**src/writeBack_settings.svh**
```systemverilog
`ifndef WRITEBACK_SETTINGS_SVH
`define WRITEBACK_SETTINGS_SVH

`default_nettype none

// architectural integer registers
`define WB_NUM_REGS 16
`define WB_REG_BITS 4

// register and store data width
`define WB_DATA_BITS 64

// memory address width
`define WB_ADDR_BITS 64

// waiting cycles before a store is abandoned
`define WB_ACK_TIMEOUT 16

`default_nettype wire

`endif
```
**src/writeBackPkg.sv**
```systemverilog
`default_nettype none

package writeBackPkg;

	// request direction
	typedef enum logic [0:0] {
		dirRead  = 1'b0,
		dirWrite = 1'b1
	} reqDirE;

	// request target
	typedef enum logic [0:0] {
		targetMemory = 1'b0,
		targetIo     = 1'b1
	} reqTargetE;

	// request kind
	typedef enum logic [0:0] {
		kindData  = 1'b0,
		kindInstr = 1'b1
	} reqKindE;

	// ten-bit cache request tag, msb first
	typedef struct packed {
		reqDirE    dir;
		reqTargetE target;
		reqKindE   kind;
		logic [6:0] zero;
	} reqTagT;

	// store sequencer state
	typedef enum logic [0:0] {
		stIdle   = 1'b0,
		stActive = 1'b1
	} storeStateE;

endpackage

`default_nettype wire

```
**src/ackTimer.sv**
```systemverilog
`timescale 1ns/1ps
`include "writeBack_settings.svh"
`default_nettype none

module ackTimer (
	input  wire logic dCacheCoreBus,
	input  wire logic arstN,
	input  wire logic timerRun,
	output logic      timedOut
);

	localparam int cntBits = $clog2(`WB_ACK_TIMEOUT + 1);
	localparam logic [cntBits-1:0] lastCount = cntBits'(`WB_ACK_TIMEOUT - 1);

	logic [cntBits-1:0] count;

	// counts waiting cycles, restarts whenever the wait is over
	always_ff @(posedge dCacheCoreBus or negedge arstN) begin
		if (!arstN) begin
			count <= '0;
		end else if (!timerRun) begin
			count <= '0;
		end else if (count != lastCount) begin
			count <= count + 1'b1;
		end
	end

	// last allowed waiting cycle
	assign timedOut = timerRun && (count == lastCount);

endmodule

`default_nettype wire

```
**src/memWriteFsm.sv**
```systemverilog
`timescale 1ns/1ps
`default_nettype none

module memWriteFsm (
	input  wire logic dCacheCoreBus,
	input  wire logic arstN,
	input  wire logic storeStart,
	input  wire logic reqAck,
	input  wire logic timedOut,
	output logic      reqCyc,
	output logic      storeActive,
	output logic      storeDone,
	output logic      storeFault,
	output logic      timerRun,
	output logic      memFault
);

	writeBackPkg::storeStateE state;
	writeBackPkg::storeStateE stateNext;
	logic isActive;

	assign isActive = (state == writeBackPkg::stActive);

	// ack wins over a timeout in the same cycle
	assign storeDone  = isActive && reqAck;
	assign storeFault = isActive && !reqAck && timedOut;

	always_comb begin
		stateNext = state;
		case (state)
			writeBackPkg::stIdle: begin
				if (storeStart) begin
					stateNext = writeBackPkg::stActive;
				end
			end
			writeBackPkg::stActive: begin
				if (storeDone || storeFault) begin
					stateNext = writeBackPkg::stIdle;
				end
			end
			default: begin
				stateNext = writeBackPkg::stIdle;
			end
		endcase
	end

	always_ff @(posedge dCacheCoreBus or negedge arstN) begin
		if (!arstN) begin
			state <= writeBackPkg::stIdle;
		end else begin
			state <= stateNext;
		end
	end

	// one-cycle fault pulse, the cycle after the store is dropped
	always_ff @(posedge dCacheCoreBus or negedge arstN) begin
		if (!arstN) begin
			memFault <= 1'b0;
		end else begin
			memFault <= storeFault;
		end
	end

	// request level follows the active state
	assign reqCyc      = isActive;
	assign storeActive = isActive;
	assign timerRun    = isActive;

endmodule

`default_nettype wire

```
**src/regScoreboard.sv**
```systemverilog
`timescale 1ns/1ps
`include "writeBack_settings.svh"
`default_nettype none

module regScoreboard (
	input  wire logic                     dCacheCoreBus,
	input  wire logic                     arstN,
	input  wire logic                     regWrEn,
	input  wire logic [`WB_REG_BITS-1:0]  regWrAddr,
	input  wire logic [`WB_DATA_BITS-1:0] regWrData,
	input  wire logic                     specWrEn,
	input  wire logic [`WB_REG_BITS-1:0]  specWrAddr,
	input  wire logic [`WB_DATA_BITS-1:0] specWrData,
	input  wire logic [`WB_NUM_REGS-1:0]  clearMask,
	input  wire logic                     setInUse,
	input  wire logic [`WB_REG_BITS-1:0]  setInUseReg,
	input  wire logic [`WB_REG_BITS-1:0]  readAddr,
	output logic      [`WB_DATA_BITS-1:0] readData,
	output logic      [`WB_NUM_REGS-1:0]  inUseMap
);

	logic [`WB_DATA_BITS-1:0] regFile [`WB_NUM_REGS];
	logic [`WB_NUM_REGS-1:0]  inUse;
	logic [`WB_NUM_REGS-1:0]  setMask;

	// registers read zero after reset
	always_ff @(posedge dCacheCoreBus or negedge arstN) begin
		if (!arstN) begin
			for (int i = 0; i < `WB_NUM_REGS; i++) begin
				regFile[i] <= '0;
			end
		end else begin
			// special first so the alu result wins on a shared index
			if (specWrEn) begin
				regFile[specWrAddr] <= specWrData;
			end
			if (regWrEn) begin
				regFile[regWrAddr] <= regWrData;
			end
		end
	end

	always_comb begin
		setMask = '0;
		if (setInUse) begin
			setMask[setInUseReg] = 1'b1;
		end
	end

	// issue-side set beats a retirement clear
	always_ff @(posedge dCacheCoreBus or negedge arstN) begin
		if (!arstN) begin
			inUse <= '0;
		end else begin
			inUse <= (inUse & ~clearMask) | setMask;
		end
	end

	assign readData = regFile[readAddr];
	assign inUseMap = inUse;

endmodule

`default_nettype wire

```
**src/writeBack.sv**
```systemverilog
`timescale 1ns/1ps
`include "writeBack_settings.svh"
`default_nettype none

module writeBack (
	input  wire logic                      dCacheCoreBus,
	input  wire logic                      canWriteBack,
	input  wire logic                      kill,
	input  wire logic [`WB_REG_BITS-1:0]   srcReg1,
	input  wire logic                      srcReg1Valid,
	input  wire logic [`WB_REG_BITS-1:0]   srcReg2,
	input  wire logic                      srcReg2Valid,
	input  wire logic [`WB_REG_BITS-1:0]   destReg,
	input  wire logic [`WB_REG_BITS-1:0]   destRegSpecial,
	input  wire logic                      destRegSpecialValid,
	input  wire logic                      isMemDest,
	input  wire logic [`WB_ADDR_BITS-1:0]  memAddrDest,
	input  wire logic [`WB_DATA_BITS-1:0]  aluResult,
	input  wire logic [`WB_DATA_BITS-1:0]  aluResultSpecial,
	input  wire logic                      storeActive,
	input  wire logic                      storeDone,
	input  wire logic                      storeFault,
	output logic                           regWrEn,
	output logic      [`WB_REG_BITS-1:0]   regWrAddr,
	output logic      [`WB_DATA_BITS-1:0]  regWrData,
	output logic                           specWrEn,
	output logic      [`WB_REG_BITS-1:0]   specWrAddr,
	output logic      [`WB_DATA_BITS-1:0]  specWrData,
	output logic      [`WB_NUM_REGS-1:0]   clearMask,
	output logic                           storeStart,
	output logic      [`WB_ADDR_BITS-1:0]  reqAddr,
	output logic      [`WB_DATA_BITS-1:0]  reqData,
	output writeBackPkg::reqTagT           reqTag,
	output logic                           stallOnMemWr,
	output logic                           writeBackSuccessful
);

	logic isStore;
	logic storeEnd;
	logic retire;
	writeBackPkg::reqTagT storeTag;

	// killed slots never touch memory
	assign isStore  = isMemDest && !kill;
	assign storeEnd = storeDone || storeFault;

	// a store retires only on the cycle its request finishes
	assign retire = canWriteBack && (!isStore || storeEnd);
	assign writeBackSuccessful = retire;
	assign stallOnMemWr = canWriteBack && isStore && !storeEnd;

	// launch once from idle, the held slot must not relaunch on its end cycle
	assign storeStart = canWriteBack && isStore && !storeActive;

	assign regWrEn   = retire && !kill && !isMemDest;
	assign regWrAddr = destReg;
	assign regWrData = aluResult;

	assign specWrEn   = retire && !kill && destRegSpecialValid;
	assign specWrAddr = destRegSpecial;
	assign specWrData = aluResultSpecial;

	always_comb begin
		clearMask = '0;
		if (retire) begin
			if (srcReg1Valid) begin
				clearMask[srcReg1] = 1'b1;
			end
			if (srcReg2Valid) begin
				clearMask[srcReg2] = 1'b1;
			end
			if (destRegSpecialValid) begin
				clearMask[destRegSpecial] = 1'b1;
			end
			clearMask[destReg] = 1'b1;
		end
	end

	// data write to memory
	always_comb begin
		storeTag        = '0;
		storeTag.dir    = writeBackPkg::dirWrite;
		storeTag.target = writeBackPkg::targetMemory;
		storeTag.kind   = writeBackPkg::kindData;
	end

	// request fields stay put while reqCyc is up
	always_ff @(posedge dCacheCoreBus) begin
		if (storeStart) begin
			reqAddr <= memAddrDest;
			reqData <= aluResult;
			reqTag  <= storeTag;
		end
	end

endmodule

`default_nettype wire

```
**src/writeBackStage.sv**
```systemverilog
`timescale 1ns/1ps
`include "writeBack_settings.svh"
`default_nettype none

module writeBackStage (
	input  wire logic                      dCacheCoreBus,
	input  wire logic                      arstN,
	input  wire logic                      canWriteBack,
	input  wire logic                      kill,
	input  wire logic [`WB_REG_BITS-1:0]   srcReg1,
	input  wire logic                      srcReg1Valid,
	input  wire logic [`WB_REG_BITS-1:0]   srcReg2,
	input  wire logic                      srcReg2Valid,
	input  wire logic [`WB_REG_BITS-1:0]   destReg,
	input  wire logic [`WB_REG_BITS-1:0]   destRegSpecial,
	input  wire logic                      destRegSpecialValid,
	input  wire logic                      isMemDest,
	input  wire logic [`WB_ADDR_BITS-1:0]  memAddrDest,
	input  wire logic [`WB_DATA_BITS-1:0]  aluResult,
	input  wire logic [`WB_DATA_BITS-1:0]  aluResultSpecial,
	input  wire logic                      setInUse,
	input  wire logic [`WB_REG_BITS-1:0]   setInUseReg,
	input  wire logic [`WB_REG_BITS-1:0]   readAddr,
	input  wire logic                      reqAck,
	output logic      [`WB_DATA_BITS-1:0]  readData,
	output logic      [`WB_NUM_REGS-1:0]   inUseMap,
	output logic                           reqCyc,
	output logic      [`WB_ADDR_BITS-1:0]  reqAddr,
	output logic      [`WB_DATA_BITS-1:0]  reqData,
	output writeBackPkg::reqTagT           reqTag,
	output logic                           stallOnMemWr,
	output logic                           writeBackSuccessful,
	output logic                           memFault
);

	logic                     regWrEn;
	logic [`WB_REG_BITS-1:0]  regWrAddr;
	logic [`WB_DATA_BITS-1:0] regWrData;
	logic                     specWrEn;
	logic [`WB_REG_BITS-1:0]  specWrAddr;
	logic [`WB_DATA_BITS-1:0] specWrData;
	logic [`WB_NUM_REGS-1:0]  clearMask;
	logic                     storeStart;
	logic                     storeActive;
	logic                     storeDone;
	logic                     storeFault;
	logic                     timerRun;
	logic                     timedOut;

	writeBack uWriteBack (
		.dCacheCoreBus(dCacheCoreBus),
		.canWriteBack(canWriteBack),
		.kill(kill),
		.srcReg1(srcReg1),
		.srcReg1Valid(srcReg1Valid),
		.srcReg2(srcReg2),
		.srcReg2Valid(srcReg2Valid),
		.destReg(destReg),
		.destRegSpecial(destRegSpecial),
		.destRegSpecialValid(destRegSpecialValid),
		.isMemDest(isMemDest),
		.memAddrDest(memAddrDest),
		.aluResult(aluResult),
		.aluResultSpecial(aluResultSpecial),
		.storeActive(storeActive),
		.storeDone(storeDone),
		.storeFault(storeFault),
		.regWrEn(regWrEn),
		.regWrAddr(regWrAddr),
		.regWrData(regWrData),
		.specWrEn(specWrEn),
		.specWrAddr(specWrAddr),
		.specWrData(specWrData),
		.clearMask(clearMask),
		.storeStart(storeStart),
		.reqAddr(reqAddr),
		.reqData(reqData),
		.reqTag(reqTag),
		.stallOnMemWr(stallOnMemWr),
		.writeBackSuccessful(writeBackSuccessful)
	);

	memWriteFsm uMemWriteFsm (
		.dCacheCoreBus(dCacheCoreBus),
		.arstN(arstN),
		.storeStart(storeStart),
		.reqAck(reqAck),
		.timedOut(timedOut),
		.reqCyc(reqCyc),
		.storeActive(storeActive),
		.storeDone(storeDone),
		.storeFault(storeFault),
		.timerRun(timerRun),
		.memFault(memFault)
	);

	ackTimer uAckTimer (
		.dCacheCoreBus(dCacheCoreBus),
		.arstN(arstN),
		.timerRun(timerRun),
		.timedOut(timedOut)
	);

	regScoreboard uRegScoreboard (
		.dCacheCoreBus(dCacheCoreBus),
		.arstN(arstN),
		.regWrEn(regWrEn),
		.regWrAddr(regWrAddr),
		.regWrData(regWrData),
		.specWrEn(specWrEn),
		.specWrAddr(specWrAddr),
		.specWrData(specWrData),
		.clearMask(clearMask),
		.setInUse(setInUse),
		.setInUseReg(setInUseReg),
		.readAddr(readAddr),
		.readData(readData),
		.inUseMap(inUseMap)
	);

endmodule

`default_nettype wire

```
**config.mk**
```make
export PLATFORM = sky130hd
export DESIGN_NAME = writeBackStage
export DESIGN_NICKNAME = d
export VERILOG_FILES = /design/src/writeBackPkg.sv /design/src/ackTimer.sv /design/src/memWriteFsm.sv /design/src/regScoreboard.sv /design/src/writeBack.sv /design/src/writeBackStage.sv
export VERILOG_INCLUDE_DIRS = /design/src
export SDC_FILE = /design/constraint.sdc
export NUM_CORES = 2
export LEC_CHECK = 0
export BUFFER_PORTS_ARGS = -buffer_cell sky130_fd_sc_hd__buf_4
export CORE_ASPECT_RATIO = 0.5
export CORE_MARGIN = 2
export CORE_UTILIZATION = 40
export CTS_CLUSTER_DIAMETER = 100
export DETAILED_ROUTE_END_ITERATION = 7
export PLACE_DENSITY = 0.61
export SYNTH_ARGS = -nofsm -noshare
export SYNTH_HDL_FRONTEND = slang
export SYNTH_SLANG_ARGS = --single-unit
```
**constraint.sdc**
```tcl
create_clock -name dCacheCoreBus -period 22.1 [get_ports dCacheCoreBus]
set_input_delay 3.315 -clock dCacheCoreBus [delete_from_list [all_inputs] [get_ports dCacheCoreBus]]
set_output_delay 3.315 -clock dCacheCoreBus [all_outputs]
set_load 0.02 [all_outputs]
```
==> run_results.csv <==
group,metric,value,unit
logic_synthesis,synth_area_per_cell,11.29,um2
clock_network,hold_buffers,0,
job,cap_viol_max_count,1,
clock_network,clk_pin_slew,70,ps
layout,nets,5377,
global_route,grtUsageTotal,31.03,%
placed_design,portBuffers,437,
clock_network,worstSkewPairLatency,770,ps
layout,fill_cells,12930,
clock_network,cts_resized,0,
global_route,grt-ovfl-total,0,
pwr,power,6.385,mW
hold_path,hp-class,"register to register",
logic_synthesis,ys_seq_area_share,51.75,%
timing,rsz0062_at_grt,"no",
placed_design,dpl-instance-area,62290,um2
global_route,grt_pass1_vias,51840,
global_route,antenna_found_initial,1,
placed_design,dp.cells,6937,
timing,fin_skew,32.22,ps
logic_synthesis,ys_async_sr_fraction,89.11,%
layout,antenna_cells,0,
setup_path,worstSetupPathType,"input port to output pin",
clock_network,cts_setup_buffers,0,
logic_synthesis,syn_inst,5140,
layout,final_area,66200,um2
clock_network,cts_tree,"built",
die,rows,98,
drt,num_vias,52150,
pwr,irDropWorstVdd,0.00006741,V
clock_network,htreeDepth,3,
logic_synthesis,ys_ff_latch,1175,
timing,worst_pin_slew,1464,ps
drt,dr.pass1.iters,8,
setup_path,crit_path_start_kind,"input port",
logic_synthesis,synth_edf_count,128,
timing,min_period,10440,ps
setup_path,critPathMaxFanout,84,
clock_network,cts.path.max_buffers,3,
timing,relSlewSlack,1.922,%
placed_design,gp_congestion,0.8777,
timing,final_max_slew_viol_count,0,
timing,finalSetupViolations,0,
setup_path,worstPathArrival,7120,ps
die,fp.dieH,273.4,um
timing,finalHoldViolCount,0,
placed_design,place_ws,11680,ps
timing,post-route-period-util,47.22,%
logic_synthesis,syn_area,58050,um2
logic_synthesis,yosysWarnings,0,
drt,routedWlPerCell,33.11,um
die,die_x,542.8,um
placed_design,dp_hpwl,122800,um
clock_network,clock-root-buffer,"clkbuf_16",
die,coreArea,143500,um2
logic_synthesis,synth_cell_types,60,
run_status,violations,"max-capacitance violations",
timing,setup-tns-final,0,ps
layout,final_cells,7143,
layout,final_layout_size_suffix_gt1_share,21.29,%
die,start_util,40.46,%
global_route,grt_pass1_wl,345500,um
logic_synthesis,yosys_most_used_dff,"dfrtp_1",
timing,fmax,0.09582,GHz
setup_path,critPathCaptureType,"output pin",
setup_path,worstPathRequired,18780,ps
global_route,grt_max_degree,182,
timing,finalWorstSetupSlack,11660,ps
clock_network,numCtsBuffers,110,
drt,drtIter0Drc,8048,
clock_network,clock-sinks,1175,
drt,viasPerCell,7.300,
die,dieArea,148400,um2
layout,syn_to_final_growth,14.04,%
pwr,p_leak,26.90,nW
drt,drcViolationCount,0,
drt,routed_wl,236500,um
pwr,p_per_area,96.45,nW/um2
drt,ant_nets,0,
die,io_pins,448,
run_status,outcome,"complete, but fails checks",
layout by cell type, fill, tap and decap left out, types with 5 or more instances in the layout:
cell / instances
a21o_1: 5
nand3b_1: 7
nor4_1: 6
nor3_2: 16
a22oi_1: 214
bufinv_16: 13
a21oi_4: 6
dfrtp_1: 1047
nor2b_1: 9
a221oi_2: 60
o21ai_0: 9
nand3_1: 7
a31oi_1: 86
nor3b_1: 6
nand2b_1: 77
nor3_1: 14
nand2_1: 224
o221ai_1: 8
edfxtp_1: 128
a21oi_1: 938
clkinvlp_4: 5
o211ai_1: 8
mux4_2: 256
clkbuf_8: 20
buf_4: 560
clkbuf_16: 116
clkinv_2: 18
a221o_1: 6
inv_1: 67
clkinv_1: 5
clkbuf_1: 20
o22ai_1: 13
nor2_1: 305
a32oi_1: 42
a221oi_1: 836
conb_1: 10
layout make-up:
class                      count  area, um2  share of cell area, %
sequential                  1175      30040                  45.38
multi-input combinational   3227      25290                  38.19
timing repair buffer         567       4329                  6.539
clock buffer                 156       3253                  4.914
tap                         1900       2377                  3.591
clock inverter                50      659.4                 0.9960
inverter                      68      255.2                 0.3855
metrics by stage:
step	util, %	hold slack, ps
2_1_floorplan	-	498.7
5_1_grt	46.15	542.7
6_report	46.15	522.3
4_1_cts	46.15	527.0
3_3_place_gp	43.42	506.7
3_5_place_dp	43.42	510.9
cells by family after synthesis:
logic type	Yosys count	share of synthesized area, %
AOI/OAI and AO/OA	2251	27.56
xor gates and xnor gates	3	0.04527
adders and majority gates	2	0.04310
buffers and inverters	746	5.276
DFF	1175	51.75
muxes	257	9.949
other	2	0.01294
and+or+nand+nor	704	5.354
flip-flops by register name, summed over array words and instances, names as in the netlist:
register and count:
uAckTimer.count 5, uMemWriteFsm.memFault 1, uMemWriteFsm.reqCyc 1, uRegScoreboard.inUseMap 16
uRegScoreboard.regFile 1024, uWriteBack.reqAddr 64, uWriteBack.reqData 64
routing by layer:
layer  wire (um)  vias to the layer above  share of wire (%)  GRT usage (%)
li1            -                    20470                  -              -
met1       88070                    26460                 37          41.03
met2      103400                     4293                 44          46.08
met3       30930                      923                 13          8.889
met4       14050                        2                5.9          17.00
met5           8                        -             0.0034              0
Yosys cell counts, types with 6 or more instances:
master / count / area [um2]
a21oi_1: 944 / 4725
a221o_1: 6 / 60.06
a221oi_1: 836 / 7322
a221oi_2: 60 / 900.9
a22oi_1: 214 / 1607
a31oi_1: 86 / 538.0
a32oi_1: 42 / 367.9
buf_1: 40 / 150.1
buf_2: 129 / 645.6
buf_4: 11 / 82.58
buf_6: 8 / 90.09
clkbuf_1: 490 / 1839
dfrtp_1: 1047 / 26200
edfxtp_1: 128 / 3844
inv_1: 67 / 251.5
mux4_2: 256 / 5766
nand2_1: 225 / 844.6
nand2b_1: 79 / 494.2
nand3_1: 7 / 35.03
nand3b_1: 7 / 52.55
nor2_1: 306 / 1149
nor2b_1: 11 / 68.82
nor3_1: 30 / 150.1
nor3b_1: 7 / 52.55
nor4_1: 6 / 37.54
o211ai_1: 8 / 60.06
o21ai_0: 10 / 50.05
o221ai_1: 8 / 70.07
o22ai_1: 13 / 81.33
final timing paths:
kind	cells past startpoint	endpoint	from	slack [ps]
max in group asynchronous	5	uRegScoreboard.regFile[241]	arstN	15470
setup reg to reg	10	uRegScoreboard.regFile[16]	uAckTimer.count[0]	17510
hold / removal	1	uRegScoreboard.inUseMap[15]	uRegScoreboard.inUseMap[15]	520
setup / recovery	7	readData[21]	readAddr[1]	11660
min in group asynchronous	1	uRegScoreboard.regFile[724]	arstN	2550
hold reg to reg	1	uRegScoreboard.inUseMap[15]	uRegScoreboard.inUseMap[15]	520
critical path, stage by stage:
cell and delay (ps):
buf_8 560, buf_4 1050, buf_4 940, mux4_2 430, a22oi_1 260, nand2_1 200
buf_4 210
report_power, final:
| group | internal (mW) | switching, mW | leakage, nW | total (mW) |
|---|---|---|---|---|
| Sequential | 2.66 | 0.280 | 14.2 | 2.94 |
| Clock | 1.18 | 0.928 | 1.92 | 2.11 |
| Combinational | 0.698 | 0.642 | 10.7 | 1.34 |
| Total | 4.54 | 1.85 | 26.9 | 6.39 |
(Power assumes the default switching activity.)
